### src/source/common_defines.svh
`ifndef COMMON_DEFINES_SVH
`define COMMON_DEFINES_SVH

// Expanded instruction and memory word width
`define INSTRUCTION_WIDTH 32

// One halfword parcel
`define PARCEL_WIDTH 16

// Address of the first parcel after reset
`define RESET_PC 32'h0000_0000

// Parcel buffer depth in the aligner
`define BUF_PARCELS 4

`endif

### src/source/common.sv
`include "common_defines.svh"

package common;

    typedef enum logic [6:0] {
        LOAD   = 7'b0000011,
        STORE  = 7'b0100011,
        OP     = 7'b0110011,
        OP_IMM = 7'b0010011,
        LUI    = 7'b0110111
    } opcode_e;

    typedef struct packed {
        logic [6:0] funct7;
        logic [4:0] rs2;
        logic [4:0] rs1;
        logic [2:0] funct3;
        logic [4:0] rd;
        opcode_e    opcode;
    } r_fmt_t;

    typedef struct packed {
        logic [6:0] imm_hi;    // imm[11:5]
        logic [4:0] rs2;
        logic [4:0] rs1;
        logic [2:0] funct3;
        logic [4:0] imm_lo;    // imm[4:0]
        opcode_e    opcode;
    } s_fmt_t;

    // Same word, register view or store view
    typedef union packed {
        r_fmt_t r_fmt;
        s_fmt_t s_fmt;
    } instr_view_u;

    typedef struct packed {
        logic [31:0]                   pc;
        opcode_e                       opcode;
        logic [4:0]                    rd;
        logic [4:0]                    rs1;
        logic [4:0]                    rs2;
        logic [2:0]                    funct3;
        logic [6:0]                    funct7;
        logic [`INSTRUCTION_WIDTH-1:0] imm;
        logic                          is_compressed;
        logic                          illegal;
    } decoded_t;

    typedef struct packed {
        logic [`INSTRUCTION_WIDTH-1:0] raw;    // Upper half unused when compressed
        logic [31:0]                   pc;
    } fetch_item_t;

endpackage

### src/source/compressed.sv
`timescale 1ns/1ns
`include "common_defines.svh"

module compressed (
    input  logic [`INSTRUCTION_WIDTH-1:0] mem_instruction,
    output logic                          is_compressed,
    output logic                          illegal,
    output logic [`INSTRUCTION_WIDTH-1:0] instruction
);

    import common::*;

    logic [15:0] ci;        // Compressed parcel
    logic [2:0]  funct3;
    logic [4:0]  r_hi;      // rs1'/rd' in x8..x15
    logic [4:0]  r_lo;      // rs2'/rd' in x8..x15
    logic [11:0] imm6;
    logic [5:0]  shamt;

    assign ci     = mem_instruction[15:0];
    assign funct3 = ci[15:13];
    assign r_hi   = {2'b01, ci[9:7]};
    assign r_lo   = {2'b01, ci[4:2]};
    assign imm6   = {{7{ci[12]}}, ci[6:2]};    // Sign extended
    assign shamt  = {ci[12], ci[6:2]};

    always_comb
    begin : compressed_expand
        is_compressed = 1'b1;
        illegal       = 1'b0;
        instruction   = mem_instruction;    // Kept on illegal
        case (ci[1:0])
            2'b11:
            begin
                is_compressed = 1'b0;
            end
            2'b00:
            begin
                case (funct3)
                    3'b010:    // C.LW
                        instruction = {5'b0, ci[5], ci[12:10], ci[6], 2'b00,
                                       r_hi, 3'b010, r_lo, LOAD};
                    3'b110:    // C.SW
                        instruction = {5'b0, ci[5], ci[12], r_lo, r_hi, 3'b010,
                                       ci[11:10], ci[6], 2'b00, STORE};
                    default: illegal = 1'b1;
                endcase
            end
            2'b01:
            begin
                case (funct3)
                    3'b000:    // C.ADDI
                        instruction = {imm6, ci[11:7], 3'b000, ci[11:7], OP_IMM};
                    3'b010:    // C.LI
                        instruction = {imm6, 5'b0, 3'b000, ci[11:7], OP_IMM};
                    3'b011:
                    begin
                        if (ci[11:7] == 5'd2)
                            illegal = 1'b1;    // C.ADDI16SP
                        else                   // C.LUI
                            instruction = {{15{ci[12]}}, ci[6:2], ci[11:7], LUI};
                    end
                    3'b100:
                    begin
                        case (ci[11:10])
                            2'b00:    // C.SRLI
                                instruction = {6'b0, shamt, r_hi, 3'b101, r_hi, OP_IMM};
                            2'b01:    // C.SRAI
                                instruction = {6'b010000, shamt, r_hi, 3'b101, r_hi, OP_IMM};
                            2'b10:    // C.ANDI
                                instruction = {imm6, r_hi, 3'b111, r_hi, OP_IMM};
                            default:
                            begin
                                if (ci[12])
                                    illegal = 1'b1;    // RV64 only
                                else
                                    case (ci[6:5])
                                        2'b00:    // C.SUB
                                            instruction = {7'b0100000, r_lo, r_hi, 3'b000,
                                                           r_hi, OP};
                                        2'b01:    // C.XOR
                                            instruction = {7'b0, r_lo, r_hi, 3'b100, r_hi, OP};
                                        2'b10:    // C.OR
                                            instruction = {7'b0, r_lo, r_hi, 3'b110, r_hi, OP};
                                        default:  // C.AND
                                            instruction = {7'b0, r_lo, r_hi, 3'b111, r_hi, OP};
                                    endcase
                            end
                        endcase
                    end
                    default: illegal = 1'b1;
                endcase
            end
            default:
            begin
                case (funct3)
                    3'b000:    // C.SLLI
                        instruction = {6'b0, shamt, ci[11:7], 3'b001, ci[11:7], OP_IMM};
                    3'b100:
                    begin
                        if (ci[6:2] == 5'd0)
                            illegal = 1'b1;    // Jumps and EBREAK
                        else if (ci[12])       // C.ADD
                            instruction = {7'b0, ci[6:2], ci[11:7], 3'b000, ci[11:7], OP};
                        else                   // C.MV
                            instruction = {7'b0, ci[6:2], 5'b0, 3'b000, ci[11:7], OP};
                    end
                    default: illegal = 1'b1;
                endcase
            end
        endcase
    end

endmodule

### src/source/fetch_align.sv
`timescale 1ns/1ns
`include "common_defines.svh"

module fetch_align (
    input  logic                       clk,
    input  logic                       arst_n,
    input  logic [2*`PARCEL_WIDTH-1:0] word,
    input  logic                       word_valid,
    output logic                       word_take,
    output common::fetch_item_t        item,
    output logic                       item_valid
);

    localparam int CNT_W = $clog2(`BUF_PARCELS + 1);

    logic [`BUF_PARCELS-1:0][`PARCEL_WIDTH-1:0] parcels_q;    // Index 0 is the head
    logic [`BUF_PARCELS-1:0][`PARCEL_WIDTH-1:0] parcels_d;
    logic [`BUF_PARCELS-1:0][`PARCEL_WIDTH-1:0] shifted;
    logic [CNT_W-1:0]                           count_q;
    logic [CNT_W-1:0]                           count_d;
    logic [CNT_W-1:0]                           remain;
    logic [1:0]                                 pop;      // Parcels leaving this cycle
    logic [31:0]                                pc_q;
    logic                                       head_is_32;
    logic                                       push;

    assign head_is_32 = parcels_q[0][1:0] == 2'b11;

    // Head instruction complete
    always_comb
    begin : head_check
        if (count_q == '0)
        begin
            item_valid = 1'b0;
        end
        else if (head_is_32)
        begin
            item_valid = count_q >= CNT_W'(2);
        end
        else
        begin
            item_valid = 1'b1;
        end
    end

    always_comb
    begin : pop_size
        if (!item_valid)
        begin
            pop = 2'd0;
        end
        else if (head_is_32)
        begin
            pop = 2'd2;
        end
        else
        begin
            pop = 2'd1;
        end
    end

    assign remain    = count_q - CNT_W'(pop);
    assign word_take = remain <= CNT_W'(`BUF_PARCELS - 2);    // Room for a whole word
    assign push      = word_valid && word_take;

    assign item = '{raw: {parcels_q[1], parcels_q[0]}, pc: pc_q};

    always_comb
    begin : next_state
        shifted   = parcels_q >> (pop * `PARCEL_WIDTH);
        parcels_d = shifted;
        count_d   = remain;
        if (push)
        begin
            // Low halfword is the older parcel
            parcels_d[remain]        = word[`PARCEL_WIDTH-1:0];
            parcels_d[remain + 1'b1] = word[2*`PARCEL_WIDTH-1:`PARCEL_WIDTH];
            count_d                  = remain + CNT_W'(2);
        end
    end

    always_ff @(posedge clk or negedge arst_n)
    begin : ctrl_regs
        if (!arst_n)
        begin
            count_q <= '0;
            pc_q    <= `RESET_PC;
        end
        else
        begin
            count_q <= count_d;
            pc_q    <= pc_q + {29'b0, pop, 1'b0};    // +2 or +4
        end
    end

    always_ff @(posedge clk)
    begin : parcel_regs
        parcels_q <= parcels_d;
    end

endmodule

### src/source/fetch_stage.sv
`timescale 1ns/1ns
`include "common_defines.svh"

module fetch_stage (
    input  logic                       clk,
    input  logic                       arst_n,
    input  logic [2*`PARCEL_WIDTH-1:0] word,
    input  logic                       word_valid,
    output logic                       word_take,
    output common::decoded_t           out,
    output logic                       out_valid
);

    import common::*;

    fetch_item_t item;          // Aligned instruction and its pc
    logic        item_valid;

    fetch_align u_fetch_align (
        .clk        (clk),
        .arst_n     (arst_n),
        .word       (word),
        .word_valid (word_valid),
        .word_take  (word_take),
        .item       (item),
        .item_valid (item_valid)
    );

    instr_decode u_instr_decode (
        .clk        (clk),
        .arst_n     (arst_n),
        .item       (item),
        .item_valid (item_valid),
        .out        (out),
        .out_valid  (out_valid)
    );

endmodule

### src/source/instr_decode.sv
`timescale 1ns/1ns
`include "common_defines.svh"

module instr_decode (
    input  logic                clk,
    input  logic                arst_n,
    input  common::fetch_item_t item,
    input  logic                item_valid,
    output common::decoded_t    out,
    output logic                out_valid
);

    import common::*;

    logic [`INSTRUCTION_WIDTH-1:0] expanded;
    logic                          is_compressed;
    logic                          illegal;
    instr_view_u                   view;
    logic [`INSTRUCTION_WIDTH-1:0] imm;
    decoded_t                      decoded;

    compressed u_compressed (
        .mem_instruction (item.raw),
        .is_compressed   (is_compressed),
        .illegal         (illegal),
        .instruction     (expanded)
    );

    assign view = expanded;

    always_comb
    begin : imm_select
        case (view.r_fmt.opcode)
            LOAD, OP_IMM:    // I-type
                imm = {{20{view.r_fmt.funct7[6]}}, view.r_fmt.funct7, view.r_fmt.rs2};
            STORE:
                imm = {{20{view.s_fmt.imm_hi[6]}}, view.s_fmt.imm_hi, view.s_fmt.imm_lo};
            LUI:
                imm = {view.r_fmt.funct7, view.r_fmt.rs2, view.r_fmt.rs1,
                       view.r_fmt.funct3, 12'b0};
            default:
                imm = '0;    // OP has none
        endcase
    end

    always_comb
    begin : record
        decoded.pc            = item.pc;
        decoded.opcode        = view.r_fmt.opcode;
        decoded.rd            = view.r_fmt.rd;
        decoded.rs1           = view.r_fmt.rs1;
        decoded.rs2           = view.r_fmt.rs2;
        decoded.funct3        = view.r_fmt.funct3;
        decoded.funct7        = view.r_fmt.funct7;
        decoded.imm           = imm;
        decoded.is_compressed = is_compressed;
        decoded.illegal       = illegal;
    end

    always_ff @(posedge clk or negedge arst_n)
    begin : valid_reg
        if (!arst_n)
            out_valid <= 1'b0;
        else
            out_valid <= item_valid;
    end

    always_ff @(posedge clk)
    begin : out_reg
        if (item_valid)
            out <= decoded;
    end

endmodule

### config.mk
export PLATFORM = sky130hd
export DESIGN_NAME = fetch_stage
export DESIGN_NICKNAME = d
export VERILOG_FILES = /design/src/source/common.sv /design/src/source/compressed.sv /design/src/source/fetch_align.sv /design/src/source/fetch_stage.sv /design/src/source/instr_decode.sv
export VERILOG_INCLUDE_DIRS = /design/src /design/src/source
export SDC_FILE = /design/constraint.sdc
export NUM_CORES = 1
export LEC_CHECK = 0
export BUFFER_PORTS_ARGS = -buffer_cell sky130_fd_sc_hd__buf_2
export CELL_PAD_IN_SITES_DETAIL_PLACEMENT = 1
export CELL_PAD_IN_SITES_GLOBAL_PLACEMENT = 1
export CORE_MARGIN = 3
export CORE_UTILIZATION = 36
export CTS_BUF_LIST = sky130_fd_sc_hd__clkbuf_8
export DETAILED_ROUTE_END_ITERATION = 6
export GPL_TIMING_DRIVEN = 0
export PLACE_DENSITY_LB_ADDON = 0.1
export SLEW_MARGIN = 10
export SYNTH_ARGS = -nofsm -noshare
export SYNTH_HDL_FRONTEND = slang
export SYNTH_HIERARCHICAL = 1
export SYNTH_SLANG_ARGS = --single-unit
### constraint.sdc
create_clock -name clk -period 7.6 [get_ports clk]
set_input_delay 1.52 -clock clk [delete_from_list [all_inputs] [get_ports clk]]
set_output_delay 1.52 -clock clk [all_outputs]
set_load 0.1 [all_outputs]
# Word-level counts from Yosys, hierarchy flattened
# Cells that the tools add are included.
# classes
n_reduce_logical,13
shifts,1
magnitude_cmp,6
add_sub_neg,4
n_eq_ne,15
n_mux,32
# op_table
operator,n
one-hot mux 32 bit (3 select lines),3
bitwise mux 64 bit,2
one-hot mux 32 bit (2 select lines),2
one-hot mux 32 bit (4 select lines),1
two-way mux 32 bit,3
one-hot mux 31 bit (3 select lines),1
demux 16 bit (select 2 bit),2
two-way mux 64 bit,1
right shift 64 x 6 -> 64 bit,1
adder 32 x 3 -> 32 bit,1
two-way mux 16 bit,2
two-way mux 20 bit,1
== test 7 x 6 -> 1 bit (second input constant),2
two-way mux 1 bit,8
== test 7 x 2 -> 1 bit (second input constant),1
== test 7 x 5 -> 1 bit (second input constant),1
== test 2 x 1 -> 1 bit (second input constant),3
== test 2 bit (second input constant),3
== test 3 x 2 -> 1 bit (second input constant),2
== test 3 bit (second input constant),2
>= comparator 3 x 1 -> 1 bit (second input constant),2
zero test 2 bit,3
zero test 3 bit,2
less-than comparator 3 bit (second input constant),2
14 further kinds,20
# totals
reg_bits,198
wordCells,88
out_inout_bits,100
inputBits,35

# Depth between registers and ports, before layout
# logic_depth
word_depth,12
mapped_depth,13
ltp_nobuf,9

# Modules after synthesis
# Netlist, hierarchy kept.
# modules_own_cells
module,n_inst,area_per_inst_um2,seq_area_each_um2,cells_each
fetch_align,1,5033.6,2132.0,550
instr_decode,1,3387.0,2967.8,175
compressed,1,1516.5,0.0,253

# Worst setup path after synthesis
# OpenSTA, ideal clock, no wires.
# synth_path
path_kind,reg-to-output
start,register u_fetch_align.count_q[2]
end,output port word_take
path_buffers,2
required_time_ps,6080
stages_incl_launch_ff,10
arrival_ps,3636
slack_ps,2444
path_cell_list,dfrtp_1 > or3_4 > nand2_4 > inv_2 > buf_2 > ha_1 > fa_1 > clkbuf_1 > nor2_1 > nor2b_1
# synth_between
elab_chain_cells,6
elab_cells_between_ends,7
classes_between,1 x add/sub; 2 x order compare; 3 x mux; 1 x reduce/logical
# synth_lines
item,line,rtl
"start, declared",fetch_align.sv:19,logic [CNT_W-1:0] count_q;
"start signal, assigned",fetch_align.sv:91,count_q <= count_d;
>= comparator 3 x 2 -> 1 bit,fetch_align.sv:38,item_valid = count_q >= CNT_W'(2);
two-way mux 1 bit,fetch_align.sv:36,else if (head_is_32)
two-way mux 1 bit,fetch_align.sv:32,if (count_q == '0)
two-way mux 2 bit,fetch_align.sv:48,if (!item_valid)
subtractor 3 x 2 -> 3 bit (*),fetch_align.sv:62,assign remain = count_q - CNT_W'(pop);
less-or-equal comparator 3 x 2 -> 1 bit (*),fetch_align.sv:63,assign word_take = remain <= CNT_W'(`BUF_PARCELS - 2);
"end, declared",fetch_stage.sv:9,"output logic word_take,"
# Every way passes the cells marked *; elsewhere a longest branch is shown, timed or not.

# Worst setup path after layout
# Same ends and word-level chain as after synthesis.

==> flow_summary.ini <==
[synth]
synthArstFlopShare = 0.178
synth_seq_area_share = 0.513
synth_nets = 1017
syn_inst = 978
synth_ff_type = edfxtp_1
synthesis.area_um2 = 9940
synth_cell_types = 102
ys_ff_latch = 197
synth_edf_count = 98
yosysWarnings = 6
syn_area_per_cell_um2 = 10.2

[sta]
worst_pin_slew_ns = 1.14
rsz0062_at_grt = no
slew_viol_final = 0
setup_viol = 0
fin_tns_setup_ns = 0
hold_violations = 0
relSlewSlack = 0.228
skew_ns = 0.0254
fmax_mhz = 179
period_share = 0.736
post-route-min-period_ns = 5.59

[cts]
ctsHoldBuffers = 0
cts_buffers = 17
cts_max_level = 4
clkSinkCount = 197
root_buffer = clkbuf_8
clk_pin_slew_ns = 0.14
tritoncts = built
postCtsSetupRepairBufs = 0
clkLatencyLatePin_ns = 0.49
cts-resized-gates = 0
cts_buffer_depth = 2

[global_routing]
grt_start_max_net_pins = 64
grt_pass1_wl_um = 50300
antenna_found_initial = 0
gr-total-overflow = 0
grt_usage = 0.221
grt_pass1_vias = 8316

[finish]
drive_gt1_frac = 0.245
largest_reg_flops = 98
final_cell_mix = 158 x buf_2, 108 x nand2_1, 98 x edfxtp_1, 86 x a21oi_1, 64 x dfxtp_1
diodes = 0
nFillCells = 3119
stdcell_area_um2 = 11500
final_common_cell = buf_2
final_net_count = 1171
area_growth_pct = 16.0

[min_path]
hp-class = register to register
hp-start = u_fetch_align/pc_q[1]

[critical_path]
cp-start-kind = register
crit_type = register to primary output
critical_path_arrival_ns = 4.07
end_kind = primary output
r2r_start = u_fetch_align/item[47]
cp_max_fo = 11
crit_start = u_fetch_align/count_q[2]
critical_path_required_ns = 6.08

[placement]
place_hpwl_um = 25200
portBuffers = 134
gp_congestion = 0.946
dpl_cell_area_um2 = 11100

[die]
die_w_um = 172
num_rows = 60
start_util = 0.368
die_area_um2 = 29600
fp.coreArea_um2 = 27000
die_h_um = 172
io_pins = 135

[drt]
wire_per_inst_um = 22.2
route.antenna.remaining_nets = 0
wirelength_um = 33000
routed_via_density = 5.66
vias = 8405
drcViolationCount = 0
firstDrtPassIters = 7
drt-initial-drc-count = 891

[outcome]
run_status = completed

[run]
drv_cap = 0
[per-layer routing]
layer	part of all wire	GRT usage
met4	0.018	0.0621
met3	0.052	0.0318
met1	0.46	0.314
met5	0	0
met2	0.47	0.353
[path summary, 6_finish.rpt]
check	end	slack (ns)	depth (start not counted)
worst min-delay path	u_instr_decode/out[67]	0.47	0
min in group asynchronous	u_fetch_align/pc_q[22]	1.10	1
max in group asynchronous	u_fetch_align/pc_q[2]	5.95	1
worst min register to register	u_instr_decode/out[67]	0.47	0
worst max-delay path	word_take	2.01	10
worst max register to register	u_instr_decode/out[15]	3.75	11
[logic make-up after synthesis]
group           synth area share
xor+xnor                  0.0281
simple gates               0.161
fa+ha+maj                0.00579
compound gates             0.213
mux                       0.0110
flops                      0.513
buf+inv                   0.0671
other cells             0.000377
[worst max-delay path, cell delays in order, from the launching register on]
cell and delay [ns]:
dfrtp_1 0.51, or3_4 0.47, nand2_4 0.14, inv_2 0.10
buf_2 0.23, ha_1 0.23, fa_1 0.48, clkbuf_1 0.32
nor2_1 0.12, nor2b_1 0.44, buf_2 0.52
[stage by stage]
step	instances	utilization	worst slack [ns]	hold slack, ns
after global placement	1453	0.408	2.48	0.443
after global routing	1486	0.427	1.72	0.481
after CTS	1486	0.427	1.85	0.470
after floorplan	978	-	2.44	0.431
final	1486	0.427	2.01	0.475
after detailed placement	1454	0.409	2.45	0.443
[cell type report]
type | count | area (µm²) | share of cell area
plain buffers | 102 | 592 | 0.0513
clock buffers | 17 | 234 | 0.0203
clock inverters | 15 | 236 | 0.0205
inverters | 20 | 77.6 | 0.00673
multi-input cells | 659 | 4170 | 0.362
flip-flops and latches | 197 | 5100 | 0.442
well taps | 341 | 427 | 0.0370
repair buffers | 135 | 691 | 0.0599
[Yosys cell counts, types with 7 or more instances]
cell type  count  area share
clkbuf_1      37       0.014
buf_2         24       0.012
o22ai_1       22       0.014
nand2_1      108       0.041
xor2_1        12       0.011
o21ai_0       44       0.022
nor2b_1        7      0.0044
nor2_1        54       0.020
xnor2_1       18       0.016
a222oi_1      27       0.027
edfxtp_1      98        0.30
o31ai_1       12      0.0091
mux2_2         7      0.0079
o21ai_1       27       0.014
dfxtp_1       64        0.13
nor3_1        12      0.0060
and3_1        12      0.0076
buf_4         33       0.025
a2bb2oi_1     17       0.015
nand3_1       28       0.014
a211oi_1       9      0.0068
a21oi_1       86       0.043
a22oi_1       13      0.0098
inv_1         17      0.0064
nand4_1       12      0.0076
dfrtp_1       35       0.088
Power is not shown: default switching activity piles up to over one toggle a cycle in this logic, so the estimate is an artifact.
